`config.mk`:
```
export PLATFORM = sky130hd
export DESIGN_NAME = float_unit
export DESIGN_NICKNAME = d
export VERILOG_FILES = /design/src/design/float_fmt_pkg.sv /design/src/design/float_op_pkg.sv /design/src/design/float_add.sv /design/src/design/float_combine.sv /design/src/design/float_lzc.sv /design/src/design/float_mul.sv /design/src/design/float_split.sv /design/src/design/float_unit.sv
export SDC_FILE = /design/constraint.sdc
export NUM_CORES = 1
export LEC_CHECK = 0
export BUFFER_PORTS_ARGS = -buffer_cell sky130_fd_sc_hd__buf_4
export CORE_MARGIN = 8
export CORE_UTILIZATION = 45
export CTS_CLUSTER_DIAMETER = 60
export DETAILED_ROUTE_END_ITERATION = 8
export PLACE_DENSITY = 0.6
export SLEW_MARGIN = 20
export SYNTH_ARGS = -nofsm -noshare
export SYNTH_HDL_FRONTEND = slang
export SYNTH_SLANG_ARGS = --single-unit
```
`constraint.sdc`:
```
create_clock -name clk -period 12.7 [get_ports clk]
set_clock_uncertainty 0.15 [all_clocks]
set_input_delay 3.175 -clock clk [delete_from_list [all_inputs] [get_ports clk]]
set_output_delay 3.175 -clock clk [all_outputs]
set_load 0.005 [all_outputs]
```
`src/design/float_fmt_pkg.sv`:
```
// ~~~~~~~~~~~~~~~~~~~~~~~~~~~~~~~~~~~~~~~~~~~~~~~~~~~~~~~~~~~~
// bfloat16 number format: field widths, bias and the widened
// exponent and mantissa widths used inside the datapath
// ~~~~~~~~~~~~~~~~~~~~~~~~~~~~~~~~~~~~~~~~~~~~~~~~~~~~~~~~~~~~
package float_fmt_pkg;

    // Width of the biased exponent field
    localparam int exp_width = 8;

    // Width of the stored fraction, without the hidden bit
    localparam int man_width = 7;

    // Sign, exponent and fraction packed together
    localparam int float_width = exp_width + man_width + 1;

    // Exponent bias of the encoding
    localparam int exp_bias = 127;

    // Internal exponent width
    // The top bit is a sign that flags underflow, the next one catches
    // exponents that ran past the largest finite value
    localparam int wexp_width = exp_width + 2;

    // Internal mantissa width
    // Bit 9 is always zero, bit 8 holds an add or multiply carry and
    // bit 7 is the hidden bit, with the fraction below it
    localparam int wman_width = man_width + 3;

    // Exponent field value reserved for infinity and NaN
    localparam int exp_all_ones = (1 << exp_width) - 1;

endpackage

```
`src/design/float_op_pkg.sv`:
```
// ~~~~~~~~~~~~~~~~~~~~~~~~~~~~~~~~~~~~~~~~~~~~~~~~~~~~~~~~~~~~
// Operation codes and fixed results of the arithmetic unit
// ~~~~~~~~~~~~~~~~~~~~~~~~~~~~~~~~~~~~~~~~~~~~~~~~~~~~~~~~~~~~
package float_op_pkg;

    // Requested operation
    // The unused fourth code is treated like an addition
    typedef enum logic [1:0] {
        op_add = 2'd0,
        op_sub = 2'd1,
        op_mul = 2'd2
    } float_op_t;

    // Quiet NaN returned for every invalid operation
    // Positive sign, all-ones exponent, top fraction bit set
    localparam logic [float_fmt_pkg::float_width-1:0] qnan_value = 16'h7FC0;

endpackage

```
`src/design/float_add.sv`:
```
// ~~~~~~~~~~~~~~~~~~~~~~~~~~~~~~~~~~~~~~~~~~~~~~~~~~~~~~~~~~~~
// Adder and subtractor that aligns two operands and leaves an
// unnormalized sign, exponent and mantissa for the packer
// ~~~~~~~~~~~~~~~~~~~~~~~~~~~~~~~~~~~~~~~~~~~~~~~~~~~~~~~~~~~~
`timescale 1ns/1ps

module float_add (
    input  logic                                 a_sign,
    input  logic                                 b_sign,
    input  logic                                 subtract,
    input  logic [float_fmt_pkg::wexp_width-1:0] a_exp,
    input  logic [float_fmt_pkg::wexp_width-1:0] b_exp,
    input  logic [float_fmt_pkg::wman_width-1:0] a_man,
    input  logic [float_fmt_pkg::wman_width-1:0] b_man,
    output logic                                 sign,
    output logic [float_fmt_pkg::wexp_width-1:0] exp,
    output logic [float_fmt_pkg::wman_width-1:0] man
);
    import float_fmt_pkg::*;

    logic                  b_sign_eff;
    logic                  a_larger;
    logic                  big_sign;
    logic                  small_sign;
    logic [wexp_width-1:0] big_exp;
    logic [wexp_width-1:0] small_exp;
    logic [wexp_width-1:0] exp_diff;
    logic [wman_width-1:0] big_man;
    logic [wman_width-1:0] small_man;
    logic [wman_width-1:0] small_aligned;
    logic [wman_width-1:0] man_raw;

    // Subtraction is an addition with the second sign inverted
    assign b_sign_eff = b_sign ^ subtract;

    // Order by exponent first and by mantissa on a tie, so the larger
    // magnitude is always the minuend
    assign a_larger = (a_exp > b_exp) || ((a_exp == b_exp) && (a_man >= b_man));

    assign big_sign   = a_larger ? a_sign     : b_sign_eff;
    assign small_sign = a_larger ? b_sign_eff : a_sign;
    assign big_exp    = a_larger ? a_exp      : b_exp;
    assign small_exp  = a_larger ? b_exp      : a_exp;
    assign big_man    = a_larger ? a_man      : b_man;
    assign small_man  = a_larger ? b_man      : a_man;

    // Alignment truncates, the bits pushed out on the right are gone
    assign exp_diff      = big_exp - small_exp;
    assign small_aligned = small_man >> exp_diff;

    // Like signs add magnitudes and may set the carry bit; unlike signs
    // subtract, which cannot go below zero given the ordering above
    assign man_raw = (big_sign == small_sign) ? big_man + small_aligned
                                              : big_man - small_aligned;

    // Bit 9 never carries information
    assign man = {1'b0, man_raw[wman_width-2:0]};
    assign exp = big_exp;

    // Exact cancellation gives +0, any other result keeps the sign of
    // the larger operand
    assign sign = ((big_sign != small_sign) && (man_raw == '0)) ? 1'b0 : big_sign;

endmodule

```
`src/design/float_combine.sv`:
```
// ~~~~~~~~~~~~~~~~~~~~~~~~~~~~~~~~~~~~~~~~~~~~~~~~~~~~~~~~~~~~
// Normalizer and packer: turns an unnormalized sign, exponent
// and mantissa into bfloat16 with subnormal and overflow handling
// ~~~~~~~~~~~~~~~~~~~~~~~~~~~~~~~~~~~~~~~~~~~~~~~~~~~~~~~~~~~~
`timescale 1ns/1ps

module float_combine (
    input  logic                                  sign,
    input  logic [float_fmt_pkg::wexp_width-1:0]  exp,
    input  logic [float_fmt_pkg::wman_width-1:0]  man,
    output logic [float_fmt_pkg::float_width-1:0] result
);
    import float_fmt_pkg::*;

    // The counters look at carry, hidden bit and fraction
    localparam int lz_width = wman_width - 1;

    logic [wexp_width-1:0]        exp_offset;
    logic [wexp_width-1:0]        man_shift;
    logic signed [wexp_width-1:0] final_exp;
    logic [wexp_width-1:0]        sub_shift;
    logic [lz_width-1:0]          man_shifted_left;
    logic [man_width:0]           final_man;
    logic [man_width:0]           sub_man;

    // Exponent correction is 1 minus the leading zeros: a set carry
    // raises the exponent by one, a leading one at the hidden bit keeps it
    float_lzc #(
        .in_width (lz_width),
        .out_width(wexp_width),
        .out_step (-1),
        .out_bias (1)
    ) exp_offset_lzc (
        .in   (man[lz_width-1:0]),
        .count(exp_offset)
    );

    // Plain count, used as the left shift that puts the leading one on top
    float_lzc #(
        .in_width (lz_width),
        .out_width(wexp_width),
        .out_step (1),
        .out_bias (0)
    ) man_shift_lzc (
        .in   (man[lz_width-1:0]),
        .count(man_shift)
    );

    assign final_exp        = exp + exp_offset;
    assign man_shifted_left = man[lz_width-1:0] << man_shift;

    // Dropping the bottom bit moves the leading one to the hidden position
    assign final_man = man_shifted_left[lz_width-1:1];

    // Below the normal range the mantissa goes back right until the
    // exponent would read 1, which is the subnormal scale
    assign sub_shift = wexp_width'(1) - final_exp;
    assign sub_man   = final_man >> sub_shift;

    always_comb begin
        result[float_width-1] = sign;
        if (final_exp <= 0) begin
            // Subnormal or flushed to zero
            result[float_width-2:man_width] = '0;
            result[man_width-1:0]           = sub_man[man_width-1:0];
        end else if (final_exp >= exp_all_ones) begin
            // Past the largest finite value, saturate to infinity
            result[float_width-2:man_width] = exp_width'(exp_all_ones);
            result[man_width-1:0]           = '0;
        end else if (final_man[man_width]) begin
            result[float_width-2:man_width] = final_exp[exp_width-1:0];
            result[man_width-1:0]           = final_man[man_width-1:0];
        end else begin
            // Nothing left in the mantissa
            result[float_width-2:0] = '0;
        end
    end

endmodule

```
`src/design/float_lzc.sv`:
```
// ~~~~~~~~~~~~~~~~~~~~~~~~~~~~~~~~~~~~~~~~~~~~~~~~~~~~~~~~~~~~
// Leading-zero counter with a scaled and offset result
// ~~~~~~~~~~~~~~~~~~~~~~~~~~~~~~~~~~~~~~~~~~~~~~~~~~~~~~~~~~~~
`timescale 1ns/1ps

module float_lzc #(
    parameter int in_width  = 8,
    parameter int out_width = 4,
    parameter int out_step  = 1,
    parameter int out_bias  = 0
) (
    input  logic [in_width-1:0]  in,
    output logic [out_width-1:0] count
);

    // Number of zeros above the first set bit
    int zeros;

    always_comb begin
        // An all-zero input counts every bit as a leading zero
        zeros = in_width;
        // Walk upwards so that the highest set bit decides last
        for (int i = 0; i < in_width; i++) begin
            if (in[i]) begin
                zeros = in_width - 1 - i;
            end
        end
    end

    // With a step of -1 and a bias of 1 the same count becomes an
    // exponent correction instead of a shift amount
    assign count = out_width'(out_bias + out_step * zeros);

endmodule

```
`src/design/float_mul.sv`:
```
// ~~~~~~~~~~~~~~~~~~~~~~~~~~~~~~~~~~~~~~~~~~~~~~~~~~~~~~~~~~~~
// Multiplier producing an unnormalized sign, exponent and
// mantissa from two unpacked operands
// ~~~~~~~~~~~~~~~~~~~~~~~~~~~~~~~~~~~~~~~~~~~~~~~~~~~~~~~~~~~~
`timescale 1ns/1ps

module float_mul (
    input  logic                                 a_sign,
    input  logic                                 b_sign,
    input  logic [float_fmt_pkg::wexp_width-1:0] a_exp,
    input  logic [float_fmt_pkg::wexp_width-1:0] b_exp,
    input  logic [float_fmt_pkg::wman_width-1:0] a_man,
    input  logic [float_fmt_pkg::wman_width-1:0] b_man,
    output logic                                 sign,
    output logic [float_fmt_pkg::wexp_width-1:0] exp,
    output logic [float_fmt_pkg::wman_width-1:0] man
);
    import float_fmt_pkg::*;

    // Width of the hidden bit plus fraction
    localparam int sig_width = man_width + 1;

    logic [sig_width-1:0]   a_sig;
    logic [sig_width-1:0]   b_sig;
    logic [2*sig_width-1:0] product;

    assign sign = a_sign ^ b_sign;

    // Both exponents carry the bias, so one copy is taken back out
    // The result may be negative or past the finite range, the packer
    // deals with both
    assign exp = a_exp + b_exp - wexp_width'(exp_bias);

    // Only the hidden bit and fraction take part, carry and spare bits
    // of the inputs are always clear
    assign a_sig   = a_man[sig_width-1:0];
    assign b_sig   = b_man[sig_width-1:0];
    assign product = a_sig * b_sig;

    // A product of two values in [1,2) has its leading one at bit 14 or,
    // when it reached 2 or more, at bit 15
    // Keeping bits 15 down to 7 lands bit 14 on the hidden position and
    // bit 15 on the carry, everything lower is truncated
    assign man = {1'b0, product[2*sig_width-1:man_width]};

endmodule

```
`src/design/float_split.sv`:
```
// ~~~~~~~~~~~~~~~~~~~~~~~~~~~~~~~~~~~~~~~~~~~~~~~~~~~~~~~~~~~~
// Operand unpacker: fields, hidden bit and class flags
// ~~~~~~~~~~~~~~~~~~~~~~~~~~~~~~~~~~~~~~~~~~~~~~~~~~~~~~~~~~~~
`timescale 1ns/1ps

module float_split (
    input  logic [float_fmt_pkg::float_width-1:0] value,
    output logic                                  sign,
    output logic [float_fmt_pkg::wexp_width-1:0]  exp,
    output logic [float_fmt_pkg::wman_width-1:0]  man,
    output logic                                  is_nan,
    output logic                                  is_inf,
    output logic                                  is_zero
);
    import float_fmt_pkg::*;

    logic [exp_width-1:0] exp_field;
    logic [man_width-1:0] frac_field;
    logic                 exp_zero;
    logic                 exp_max;
    logic                 frac_zero;

    assign sign       = value[float_width-1];
    assign exp_field  = value[float_width-2:man_width];
    assign frac_field = value[man_width-1:0];

    assign exp_zero  = (exp_field == '0);
    assign exp_max   = (exp_field == exp_width'(exp_all_ones));
    assign frac_zero = (frac_field == '0);

    // Subnormals share the scale of the smallest normal exponent, so a
    // zero field is read as an effective exponent of 1
    assign exp = exp_zero ? wexp_width'(1) : wexp_width'(exp_field);

    // Carry and spare bits start clear, the hidden bit is only dropped
    // for subnormals and zero
    assign man = {2'b00, ~exp_zero, frac_field};

    // Class flags
    // A maximum exponent is infinity when the fraction is empty,
    // anything else there is a NaN
    assign is_inf  = exp_max & frac_zero;
    assign is_nan  = exp_max & ~frac_zero;
    assign is_zero = exp_zero & frac_zero;

endmodule

```
`src/design/float_unit.sv`:
```
// ~~~~~~~~~~~~~~~~~~~~~~~~~~~~~~~~~~~~~~~~~~~~~~~~~~~~~~~~~~~~
// bfloat16 add, subtract and multiply unit with a two-stage
// pipeline and special-value handling
// ~~~~~~~~~~~~~~~~~~~~~~~~~~~~~~~~~~~~~~~~~~~~~~~~~~~~~~~~~~~~
`timescale 1ns/1ps

module float_unit (
    input  logic                                  clk,
    input  logic                                  rst,
    input  logic                                  in_valid,
    input  float_op_pkg::float_op_t               op,
    input  logic [float_fmt_pkg::float_width-1:0] a,
    input  logic [float_fmt_pkg::float_width-1:0] b,
    output logic                                  out_valid,
    output logic [float_fmt_pkg::float_width-1:0] result
);
    import float_fmt_pkg::*;
    import float_op_pkg::*;

    logic a_sign, a_nan, a_inf, a_zero, b_sign, b_nan, b_inf, b_zero;
    logic [wexp_width-1:0] a_exp, b_exp;
    logic [wman_width-1:0] a_man, b_man;

    // Stage 1 registers
    logic                  s1_valid;
    float_op_t             s1_op;
    logic                  s1_a_sign, s1_a_nan, s1_a_inf, s1_a_zero;
    logic                  s1_b_sign, s1_b_nan, s1_b_inf, s1_b_zero;
    logic [wexp_width-1:0] s1_a_exp, s1_b_exp;
    logic [wman_width-1:0] s1_a_man, s1_b_man;

    // Stage 2 datapath
    logic                   is_mul, is_sub, b_sign_eff;
    logic                   add_sign, mul_sign, sel_sign;
    logic [wexp_width-1:0]  add_exp, mul_exp, sel_exp;
    logic [wman_width-1:0]  add_man, mul_man, sel_man;
    logic [float_width-1:0] packed_result;
    logic                   special;
    logic [float_width-1:0] special_value;

    float_split split_a (.value(a), .sign(a_sign), .exp(a_exp), .man(a_man),
        .is_nan(a_nan), .is_inf(a_inf), .is_zero(a_zero));
    float_split split_b (.value(b), .sign(b_sign), .exp(b_exp), .man(b_man),
        .is_nan(b_nan), .is_inf(b_inf), .is_zero(b_zero));

    always_ff @(posedge clk) begin
        if (rst) begin
            s1_valid <= 1'b0;
        end else begin
            s1_valid <= in_valid;
        end
        // The operand payload is captured with each request
        if (in_valid) begin
            s1_op     <= op;
            {s1_a_sign, s1_a_exp, s1_a_man} <= {a_sign, a_exp, a_man};
            {s1_b_sign, s1_b_exp, s1_b_man} <= {b_sign, b_exp, b_man};
            {s1_a_nan, s1_a_inf, s1_a_zero} <= {a_nan, a_inf, a_zero};
            {s1_b_nan, s1_b_inf, s1_b_zero} <= {b_nan, b_inf, b_zero};
        end
    end

    // The spare fourth code falls into the add path with is_sub low
    assign is_mul = (s1_op == op_mul);
    assign is_sub = (s1_op == op_sub);

    float_add add_path (.a_sign(s1_a_sign), .b_sign(s1_b_sign), .subtract(is_sub),
        .a_exp(s1_a_exp), .b_exp(s1_b_exp), .a_man(s1_a_man), .b_man(s1_b_man),
        .sign(add_sign), .exp(add_exp), .man(add_man));
    float_mul mul_path (.a_sign(s1_a_sign), .b_sign(s1_b_sign),
        .a_exp(s1_a_exp), .b_exp(s1_b_exp), .a_man(s1_a_man), .b_man(s1_b_man),
        .sign(mul_sign), .exp(mul_exp), .man(mul_man));

    assign sel_sign = is_mul ? mul_sign : add_sign;
    assign sel_exp  = is_mul ? mul_exp  : add_exp;
    assign sel_man  = is_mul ? mul_man  : add_man;

    float_combine packer (.sign(sel_sign), .exp(sel_exp), .man(sel_man),
        .result(packed_result));

    assign b_sign_eff = s1_b_sign ^ is_sub;

    // Special operands bypass the datapath; NaN and the invalid
    // combinations win over a plain infinity
    always_comb begin
        special       = 1'b1;
        special_value = qnan_value;
        if (s1_a_nan || s1_b_nan) begin
            special_value = qnan_value;
        end else if (is_mul) begin
            if ((s1_a_inf && s1_b_zero) || (s1_b_inf && s1_a_zero)) begin
                special_value = qnan_value;
            end else if (s1_a_inf || s1_b_inf) begin
                special_value = {mul_sign, exp_width'(exp_all_ones), man_width'(0)};
            end else begin
                special = 1'b0;
            end
        end else if (s1_a_inf && s1_b_inf && (s1_a_sign != b_sign_eff)) begin
            special_value = qnan_value;
        end else if (s1_a_inf) begin
            special_value = {s1_a_sign, exp_width'(exp_all_ones), man_width'(0)};
        end else if (s1_b_inf) begin
            special_value = {b_sign_eff, exp_width'(exp_all_ones), man_width'(0)};
        end else begin
            special = 1'b0;
        end
    end

    always_ff @(posedge clk) begin
        if (rst) begin
            out_valid <= 1'b0;
        end else begin
            out_valid <= s1_valid;
        end
        if (s1_valid) begin
            result <= special ? special_value : packed_result;
        end
    end

endmodule

```
Word level (Yosys, flattened, before mapping). Index checks and enable logic that the tools add are counted.

Bits in registers: 64. Bits of input ports: 37. Logic and storage cells: 108. Output and inout port bits: 17.

Multipliers: 1. Equal/unequal tests: 8. Muxes and demuxes: 38. Reductions and logical operators: 15. Shifts and indexed selects: 3. Bitwise gates (word level): 12. Magnitude comparators: 4. Add/sub/neg operators: 9.

Operator list (number): 2-to-1 mux 16 bit (8); 2-to-1 mux 10 bit (11); 2-to-1 mux 15 bit (3); adder 10 bit (3); subtractor 10 bit (2); equality test 8 bit (second input constant) (2); zero test 8 bit (2); multiplier 8 x 8 -> 16 bit (1); 2-to-1 mux 8 bit (2); zero test 7 bit (2); 2-to-1 mux 1 bit (12); adder 2 x 10 -> 10 bit (first input constant) (1); equality test 10 bit (1); >= comparator 10 x 9 -> 1 bit (second input constant) (1); greater-than comparator 10 bit (1); <= comparator 10 x 1 -> 1 bit (second input constant) (1); zero test 10 bit (1); negator 10 bit (1); << shifter 9 x 10 -> 9 bit (1); right shift 10 x 10 -> 10 bit (1); right shift 8 x 10 -> 7 bit (1); subtractor 10 x 7 -> 10 bit (second input constant) (1); subtractor 2 x 10 -> 10 bit (first input constant) (1); 2-to-1 mux 9 bit (1); other kinds (11) (29).

Longest topological paths before layout. Gate-level depths: netlist of run 1.

Word-level depth: 25. Depth in mapped cells: 57. Mapped depth without buffers: 52.

By module. From an unflattened synthesis of run 1, not the netlist that was laid out.

Cell total of the unflattened synthesis: 1073. Area total of the unflattened synthesis: 9786.9 µm².

Modules (own cells, without submodules): float_add (instances 1, cells each 366, area an instance 2616.3 µm²); float_unit (instances 1, cells each 132, area an instance 2548.7 µm²); float_mul (instances 1, cells each 269, area an instance 2369.8 µm²); float_combine (instances 1, cells each 196, area an instance 1485.2 µm²); float_split (instances 2, cells each 33, area an instance 236.5 µm²); float_lzc at packer.exp_offset_lzc (instances 1, cells each 22, area an instance 160.2 µm²); float_lzc at packer.man_shift_lzc (instances 1, cells each 22, area an instance 133.9 µm²).

Least setup slack after synthesis of run 1. No wires, ideal clock.

Path type: register to register. Start point: register s1_a_exp[6]. End point: register result[0] (netlist name), data pin. Buffers on the path: 6. Path slack: 1.697 ns. Stages on the path, launching flop included: 55. Arrival: 10.701 ns. Cell sequence: edfxtp_1 -> ha_1 -> buf_4 -> and4b_4 -> a221oi_2 -> nand3_1 -> buf_4 -> nand2_4 -> clkbuf_1 -> buf_1 -> mux2i_1 -> ha_1 -> o31a_1 -> a41oi_1 -> xnor2_1 -> nor3_1 -> buf_2 -> and2_1 -> (+19 left out) -> ha_1 -> ha_1 -> a21o_1 -> a21oi_1 -> o21bai_1 -> a21oi_1 -> nor2b_1 -> o21ai_0 -> nand2b_1 -> xnor2_1 -> nand2_1 -> o21ai_1 -> a21boi_0 -> nand2b_1 -> nor2_1 -> nand4_1 -> and4_1 -> o22ai_1.

Cells in the longest elaborated chain, start to end: 25.

RTL lines: start: declaration (line float_unit.sv:29) `logic [wexp_width-1:0] s1_a_exp, s1_b_exp;`; start signal: assignment (line float_unit.sv:55) `{s1_a_sign, s1_a_exp, s1_a_man} <= {a_sign, a_exp, a_man};`; parallel branches: the longest is 23 deep, another holds greater-than comparator 10 bit; 2-to-1 mux 15 bit * (line float_combine.sv:62) `if (final_exp <= 0) begin`; 2-to-1 mux 16 bit * (line float_unit.sv:115) `result <= special ? special_value : packed_result;`; end signal: assignment (line float_unit.sv:115); end: declaration (line float_unit.sv:15) `output logic [float_fmt_pkg::float_width-1:0] result`.

Every way passes the cells marked *. A chain may end at the register's enable or synchronous reset.

Worst setup path in the final report of run 1.
Start point: register s1_b_man[2]. End point: register result[0] (netlist name), data pin.

Cells in the longest elaborated chain, start to end: 25.

RTL lines: start: declaration (line float_unit.sv:30) `logic [wman_width-1:0] s1_a_man, s1_b_man;`; start signal: assignment (line float_unit.sv:56) `{s1_b_sign, s1_b_exp, s1_b_man} <= {b_sign, b_exp, b_man};`; >= comparator 8 bit (line float_add.sv:38) `assign a_larger = (a_exp > b_exp) || ((a_exp == b_exp) && (a_man >= b_man));`; logical AND 1 bit (line float_add.sv:38); logical OR 1 bit (line float_add.sv:38); 2-to-1 mux 10 bit (on tied branches) (line float_add.sv:42, float_add.sv:43); subtractor 10 bit (line float_add.sv:48) `assign exp_diff = big_exp - small_exp;`; right shift 10 x 10 -> 10 bit (line float_add.sv:49) `assign small_aligned = small_man >> exp_diff;`; subtractor 10 bit or adder 10 bit (tied branches) (line float_add.sv:54, float_add.sv:53); 2-to-1 mux 10 bit (line float_add.sv:53) `assign man_raw = (big_sign == small_sign) ? big_man + small_aligned`; (+3 left out); 2-to-1 mux 10 bit (7 in a row) (line float_lzc.sv:24) `if (in[i]) begin`; negator 10 bit (implied by the code) (line float_lzc.sv:32) `assign count = out_width'(out_bias + out_step * zeros);`; adder 2 x 10 -> 10 bit (line float_lzc.sv:32); adder 10 bit (line float_combine.sv:49) `assign final_exp = exp + exp_offset;`; subtractor 2 x 10 -> 10 bit or >= comparator 10 x 9 -> 1 bit (tied branches) (line float_combine.sv:57, float_combine.sv:66); right shift 8 x 10 -> 7 bit or 2-to-1 mux 15 bit (tied branches) (line float_combine.sv:58, float_combine.sv:66); 2-to-1 mux 15 bit * (line float_combine.sv:62); 2-to-1 mux 16 bit * (line float_unit.sv:115).

Mark *: on every way between the ends. The rest lies on a longest branch, timed or not.

==> results.py, run 1 <==
metrics = {
    "global_routing": {
        "grt_max_degree": 44,
        "grtUsageTotal_pct": 20.01,
        "grt_pass1_wl_um": 39120,
        "antenna_found_initial": 0,
        "first_global_vias": 7509,
        "gr-total-overflow": 0,
    },
    "setup_path": {
        "critPathLaunchType": "register",
        "cp_data_arrival_time_ps": 11680,
        "critical_path_class": "reg -> reg",
        "critPathMaxFanout": 15,
        "slowest_stage": "or4_4",
        "critPathMaxStageDelay_ps": 520,
        "reg2reg_depth": 51,
        "crit_path_end_kind": "register",
        "path_common_cell": "ha_1",
        "worstPathRequired_ps": 12740,
    },
    "yosys": {
        "synth-main-ff-cell": "edfxtp_1",
        "synth_edf_count": 58,
        "synth_top_family_by_area": "compound AO/OA/AOI/OAI gates",
        "synthAdderAreaFrac_pct": 21.97,
        "synth_compound_area_share_pct": 22.75,
        "syn_avg_cell_area_sq_um": 8.419,
        "syn-cell-area_sq_mm": 0.008815,
        "syn_nets": 1216,
        "syn-instance-count": 1047,
        "synth_xor_area_share_pct": 3.478,
        "ys_seq_elements": 60,
        "yosysUniqueCellTypes": 95,
        "yosys_warnings": 0,
        "synthArstFlopShare_pct": 0,
        "synth_mux_area_share_pct": 3.719,
        "synthSimpleGateAreaFrac_pct": 20.34,
        "ys_seq_area_share_pct": 20.21,
    },
    "floorplanning": {
        "num_rows": 51,
        "die_w_um": 156.0,
        "die_height_um": 156.0,
        "die-area_sq_mm": 0.02432,
        "initial_core_util_pct": 45.59,
        "ios": 54,
        "core-area_sq_mm": 0.01933,
    },
    "place": {
        "port_buffers": 53,
        "place_congestion": 0.9243,
        "preCtsSetupSlack_ps": 518.7,
        "dp_hpwl_um": 18950,
        "place_area_sq_mm": 0.009380,
    },
    "sta": {
        "max_freq_ghz": 0.08590,
        "setup_viol": 0,
        "slew_viol_final": 0,
        "finalHoldViolCount": 0,
        "period_share_pct": 91.67,
        "period_needed_ps": 11640,
        "worst_slack_ps": 1058,
        "slew_headroom_pct": 39.72,
        "rsz0062_at_grt": "false",
        "tns_ps": 0,
        "tightestPinTransition_ps": 900.2,
    },
    "clock_network": {
        "htreeDepth": 3,
        "root_buffer": "clkbuf_16",
        "cts_buffers": 9,
        "cts_resized": 0,
        "clock_sinks": 60,
        "cts_tree": "done",
        "clock_latency_ps": 340,
        "path_clk_slew_ps": 60,
        "clk_path_buf_depth": 2,
        "cts_hold_buf": 0,
        "post_cts.repair.setup_buffers": 0,
    },
    "power": {
        "netSwitchingFraction_pct": 51.08,
        "p_leak_nw": 4.192,
        "clock_power_share_pct": 13.6,
        "powerDensity_mw_per_mm2": 191.6,
        "p_switching_mw": 0.9498,
        "p_total_mw": 1.860,
        "peakVddDrop_v": 0.0001049,
        "p_seq_share_pct": 13.8,
        "internal_power_mw": 0.9098,
        "comb_power_share_pct": 72.6,
    },
    "finish": {
        "area_growth_pct": 10.11,
        "diodes": 0,
        "drive_above_1_share_pct": 11.46,
        "n_fill_cell": 1876,
        "fin_area_sq_mm": 0.009706,
        "layout_common_cells": "inv_1, ha_1, nand2_1",
        "nets": 1237,
        "final_common_cell": "inv_1",
    },
    "route": {
        "drcViolationCount": 0,
        "drtPass1Iterations": 5,
        "ant_nets": 0,
        "wire_per_inst_um": 17.84,
        "via_per_inst": 5.764,
        "dr_total_vias": 7712,
        "drt_iter0_markers": 692,
        "wl_um": 23870,
    },
    "worst_hold_path": {
        "hold_path_depth": 0,
        "hp-class": "reg -> reg",
    },
    "run_status": {
        "status": "finished clean",
    },
    "job": {
        "max_cap_viol_count": 0,
    },
}
[cell type report]
| type | count | area, sq um | share of cell area [%] |
|---|---|---|---|
| inverter | 115 | 431.7 | 4.448 |
| sequential | 60 | 1782 | 18.36 |
| tap | 265 | 331.6 | 3.416 |
| clock buffer | 9 | 225.2 | 2.320 |
| multi-input combinational | 820 | 6394 | 65.88 |
| clock inverter | 7 | 76.32 | 0.7864 |
| timing repair buffer | 62 | 465.4 | 4.796 |
[logic make-up (layout without fill, tap and decap cells)]
group,count (synthesis),after routing
xor gates and xnor gates,35,35
adders and majority gates,132,132
AOI/OAI and AO/OA,279,279
buffers and inverters,167,193
DFF,60,60
and+or+nand+nor,348,348
muxes,26,26
[metrics by stage]
step	util, %	std cells	hold slack (ps)
2_1_floorplan	-	1047	466.5
3_3_place_gp	48.51	1322	638.8
3_5_place_dp	48.51	1322	646.0
4_1_cts	50.07	1338	661.5
5_1_grt	50.20	1338	693.0
6_report	50.20	1338	635.8
[Yosys cell counts (5+ instances only)]
cell type  count  share of area, %
a21oi_1       56               3.2
nand3_1       18               1.0
o21a_1         8              0.68
and2_1        41               2.9
a211oi_1      15               1.3
o31ai_1        7              0.60
and4_1         5              0.50
o21ai_0       61               3.5
inv_1        111               4.7
o21bai_1       8              0.68
a2111oi_0      5              0.50
nand2_1       88               3.7
xor2_1         9              0.89
mux4_2         5               1.3
o211ai_1       7              0.60
fa_1          38               8.6
a31oi_1       10              0.71
nor2b_1       17               1.2
a2bb2oi_1      5              0.50
nor3_1        26               1.5
nor2_1        75               3.2
nand4_1        7              0.50
a21o_1        14               1.2
nor4_1        14              0.99
clkbuf_1      40               1.7
mux2i_1       17               1.9
and3_1         7              0.50
or3_1          8              0.57
ha_1          94                13
xnor2_1       26               2.6
o2111ai_1      9              0.89
edfxtp_1      58                20
o22ai_1        7              0.50
o211a_1        5              0.57
a211o_1        5              0.50
nor3b_1        5              0.43
nand2b_1      14              0.99
[path summary, 6_finish.rpt]
check	startpoint	endpoint	slack, ps
worst max-delay path	s1_b_man[2]$_DFFE_PP_	result[0]$_SDFFCE_PN0P_	1060
worst min-delay path	s1_valid$_SDFF_PP0_	result[14]$_SDFFCE_PN1P_	640
worst max register to register	s1_b_man[2]$_DFFE_PP_	result[0]$_SDFFCE_PN0P_	1060
worst min register to register	s1_valid$_SDFF_PP0_	result[14]$_SDFFCE_PN1P_	640
[flip-flops by register name, summed over array words and instances (netlist names)]
| register | flops |
|---|---|
| s1_a_nan | 1 |
| s1_b_zero | 1 |
| s1_a_inf | 1 |
| s1_b_man | 8 |
| s1_b_exp | 8 |
| s1_b_nan | 1 |
| s1_op | 2 |
| result | 16 |
| s1_a_exp | 8 |
| s1_valid | 1 |
| s1_a_sign | 1 |
| s1_a_man | 8 |
| out_valid | 1 |
| s1_a_zero | 1 |
| s1_b_sign | 1 |
| s1_b_inf | 1 |
[layer usage]
layer	part of all wire [%]	GRT usage (%)	wire (um)	up-vias
met4	1.8	5.591	419	0
met2	45	31.70	10700	257
met1	47	27.26	11300	3592
li1	-	-	-	3826
met5	0	0	0	-
met3	6.1	3.795	1455	37
[power groups by stage]
stage	sequential, mW	clock, mW	combinational [mW]
after floorplan	0.250	0	1.04
after global placement	0.261	0	1.33
after detailed placement	0.261	0	1.32
after CTS	0.257	0.258	1.33
after global routing	0.260	0.266	1.50
final	0.257	0.252	1.35
[worst max-delay path, delay by kind of cell (launching register included)]
| kind | cells | cell delay, ps |
|---|---|---|
| buf+inv | 4 | 560 |
| fa+ha+maj | 6 | 1760 |
| mux | 1 | 200 |
| flops | 1 | 480 |
| xor+xnor | 2 | 490 |
| simple gates | 16 | 3050 |
| compound gates | 22 | 4770 |
Power figures use the tool's default switching activity.
==> inputs of run 2 (changes only) <==
--- a/config.mk
+++ b/config.mk
@@ -7,11 +7,12 @@
 export LEC_CHECK = 0
 export BUFFER_PORTS_ARGS = -buffer_cell sky130_fd_sc_hd__buf_4
 export CORE_MARGIN = 8
-export CORE_UTILIZATION = 45
+export CORE_UTILIZATION = 32
 export CTS_CLUSTER_DIAMETER = 60
 export DETAILED_ROUTE_END_ITERATION = 8
-export PLACE_DENSITY = 0.6
+export PLACE_DENSITY = 0.45
 export SLEW_MARGIN = 20
 export SYNTH_ARGS = -nofsm -noshare
 export SYNTH_HDL_FRONTEND = slang
 export SYNTH_SLANG_ARGS = --single-unit
+export TNS_END_PERCENT = 5
==> run 2 against run 1 <==
  * Clock-buffer cell count is the same
  * Final cell count up 5.8%
  * Setup slack better by 42 ps
  * Sequential share of layout area decreased by 0.19 points
  * Global-route usage shrank 4.0 points
  * Maximum frequency increased by 0.36%
  * Critical path depth unchanged
  * Via count fell by 0.35%
  * First-iteration DRC count decreased by 0.87%
  * Combinational power is essentially flat
  * Flip-flop and latch count unchanged
  * Non-clock buffer count grew 3
==> results.py, run 2 (synthesis gave the netlist of run 1 again) <==
metrics = {
    "sta": {
        "period_share_pct": 91.34,
        "finalHoldViolCount": 0,
        "slew_viol_final": 0,
        "tns_ps": 0,
        "setup_viol": 0,
        "fin_hold_ws_ps": 650.3,
        "rsz0062_at_grt": "false",
        "tightestPinTransition_ps": 912.1,
        "period_needed_ps": 11600,
        "max_freq_ghz": 0.08620,
        "slew_headroom_pct": 38.92,
    },
    "floorplanning": {
        "die-area_sq_mm": 0.03311,
        "num_rows": 60,
        "ios": 54,
        "die_height_um": 182.0,
        "initial_core_util_pct": 32.62,
        "core-area_sq_mm": 0.02703,
        "die_w_um": 182.0,
    },
    "clock_network": {
        "cts_resized": 0,
        "root_buffer": "clkbuf_16",
        "clk_path_buf_depth": 2,
        "cts_buffers": 9,
        "path_clk_slew_ps": 60,
        "htreeDepth": 3,
        "clock_latency_ps": 340,
        "post_cts.repair.setup_buffers": 0,
        "cts_hold_buf": 0,
        "clock_sinks": 60,
        "cts_tree": "done",
    },
    "route": {
        "wire_per_inst_um": 18.41,
        "via_per_inst": 5.427,
        "ant_nets": 0,
        "dr_total_vias": 7685,
        "wl_um": 26070,
        "drt_iter0_markers": 686,
        "drtPass1Iterations": 5,
        "drcViolationCount": 0,
    },
    "global_routing": {
        "grt_pass1_wl_um": 42700,
        "grt_max_degree": 44,
        "gr-total-overflow": 0,
        "first_global_vias": 7768,
        "grtUsageTotal_pct": 16.01,
        "antenna_found_initial": 0,
    },
    "finish": {
        "largest_register": "result",
        "drive_above_1_share_pct": 11.53,
        "final_util_pct": 36.28,
        "area_growth_pct": 11.24,
        "stdcell_count": 1416,
        "final_common_cell": "inv_1",
        "layout_common_cells": "inv_1, ha_1, nand2_1",
        "largest_reg_flops": 16,
        "nets": 1240,
        "fin_area_sq_mm": 0.009806,
        "diodes": 0,
    },
    "setup_path": {
        "critPathMaxFanout": 11,
        "slowest_stage": "or4_4",
        "critical_path_class": "reg -> reg",
        "critPathLaunchType": "register",
        "crit_path_end_kind": "register",
        "worstPathRequired_ps": 12740,
        "path_common_cell": "ha_1",
        "cp_data_arrival_time_ps": 11640,
        "crit_family": "compound AO/OA/AOI/OAI gates",
        "crit_buf_inv": 4,
        "r2r_slack_ps": 1100,
        "critPathMaxStageDelay_ps": 520,
    },
    "job": {
        "max_cap_viol_count": 0,
    },
    "place": {
        "place_area_sq_mm": 0.009500,
        "port_buffers": 53,
        "place_congestion": 0.8855,
        "dp.cells": 1401,
        "dp_hpwl_um": 20690,
    },
    "run_status": {
        "status": "finished clean",
    },
    "power": {
        "p_leak_nw": 4.206,
        "peakVddDrop_v": 0.0001165,
        "powerDensity_mw_per_mm2": 190.9,
    },
    "worst_hold_path": {
        "hp-class": "reg -> reg",
    },
}
run 2: path summary, 6_finish.rpt:
check	from	depth (start not counted)	to
worst max-delay path	s1_b_exp[1]$_SDFFCE_PP0P_	51	result[0]$_SDFFCE_PN0P_
worst min-delay path	s1_valid$_SDFF_PP0_	0	result[11]$_SDFFCE_PN1P_
worst max register to register	s1_b_exp[1]$_SDFFCE_PP0P_	51	result[0]$_SDFFCE_PN0P_
worst min register to register	s1_valid$_SDFF_PP0_	0	result[11]$_SDFFCE_PN1P_
run 2: power by group:
part           switching [mW]  internal [mW]
Sequential             0.0228          0.234
Clock                  0.0976          0.149
Combinational           0.842          0.527
Total                   0.962          0.910
run 2: final cells by class:
class                   instances  area [sq um]
inverters                     115         431.7
clock inverters                 6         56.30
fillers                      2837         17220
repair buffers                 65         488.0
clock buffers                   9         225.2
multi-input cells             820          6396
flip-flops and latches         60          1782
well taps                     341         426.7
run 2: routing by layer:
layer  part of all wire (%)  GRT usage [%]  vias up
met5                      0              0        -
met4                    2.0          4.592        0
met3                    4.3          2.315       34
met2                     44          25.36      213
met1                     49          22.24     3610
li1                       -              -     3828
run 2: stage by stage:
| stage | setup slack, ps | power, mW |
|---|---|---|
| floorplan | 1697 | 1.288 |
| global route | 47.42 | 2.063 |
| detailed placement | 337.9 | 1.609 |
| global placement | 389.9 | 1.631 |
| CTS | 272.9 | 1.873 |
| finish | 1099 | 1.872 |
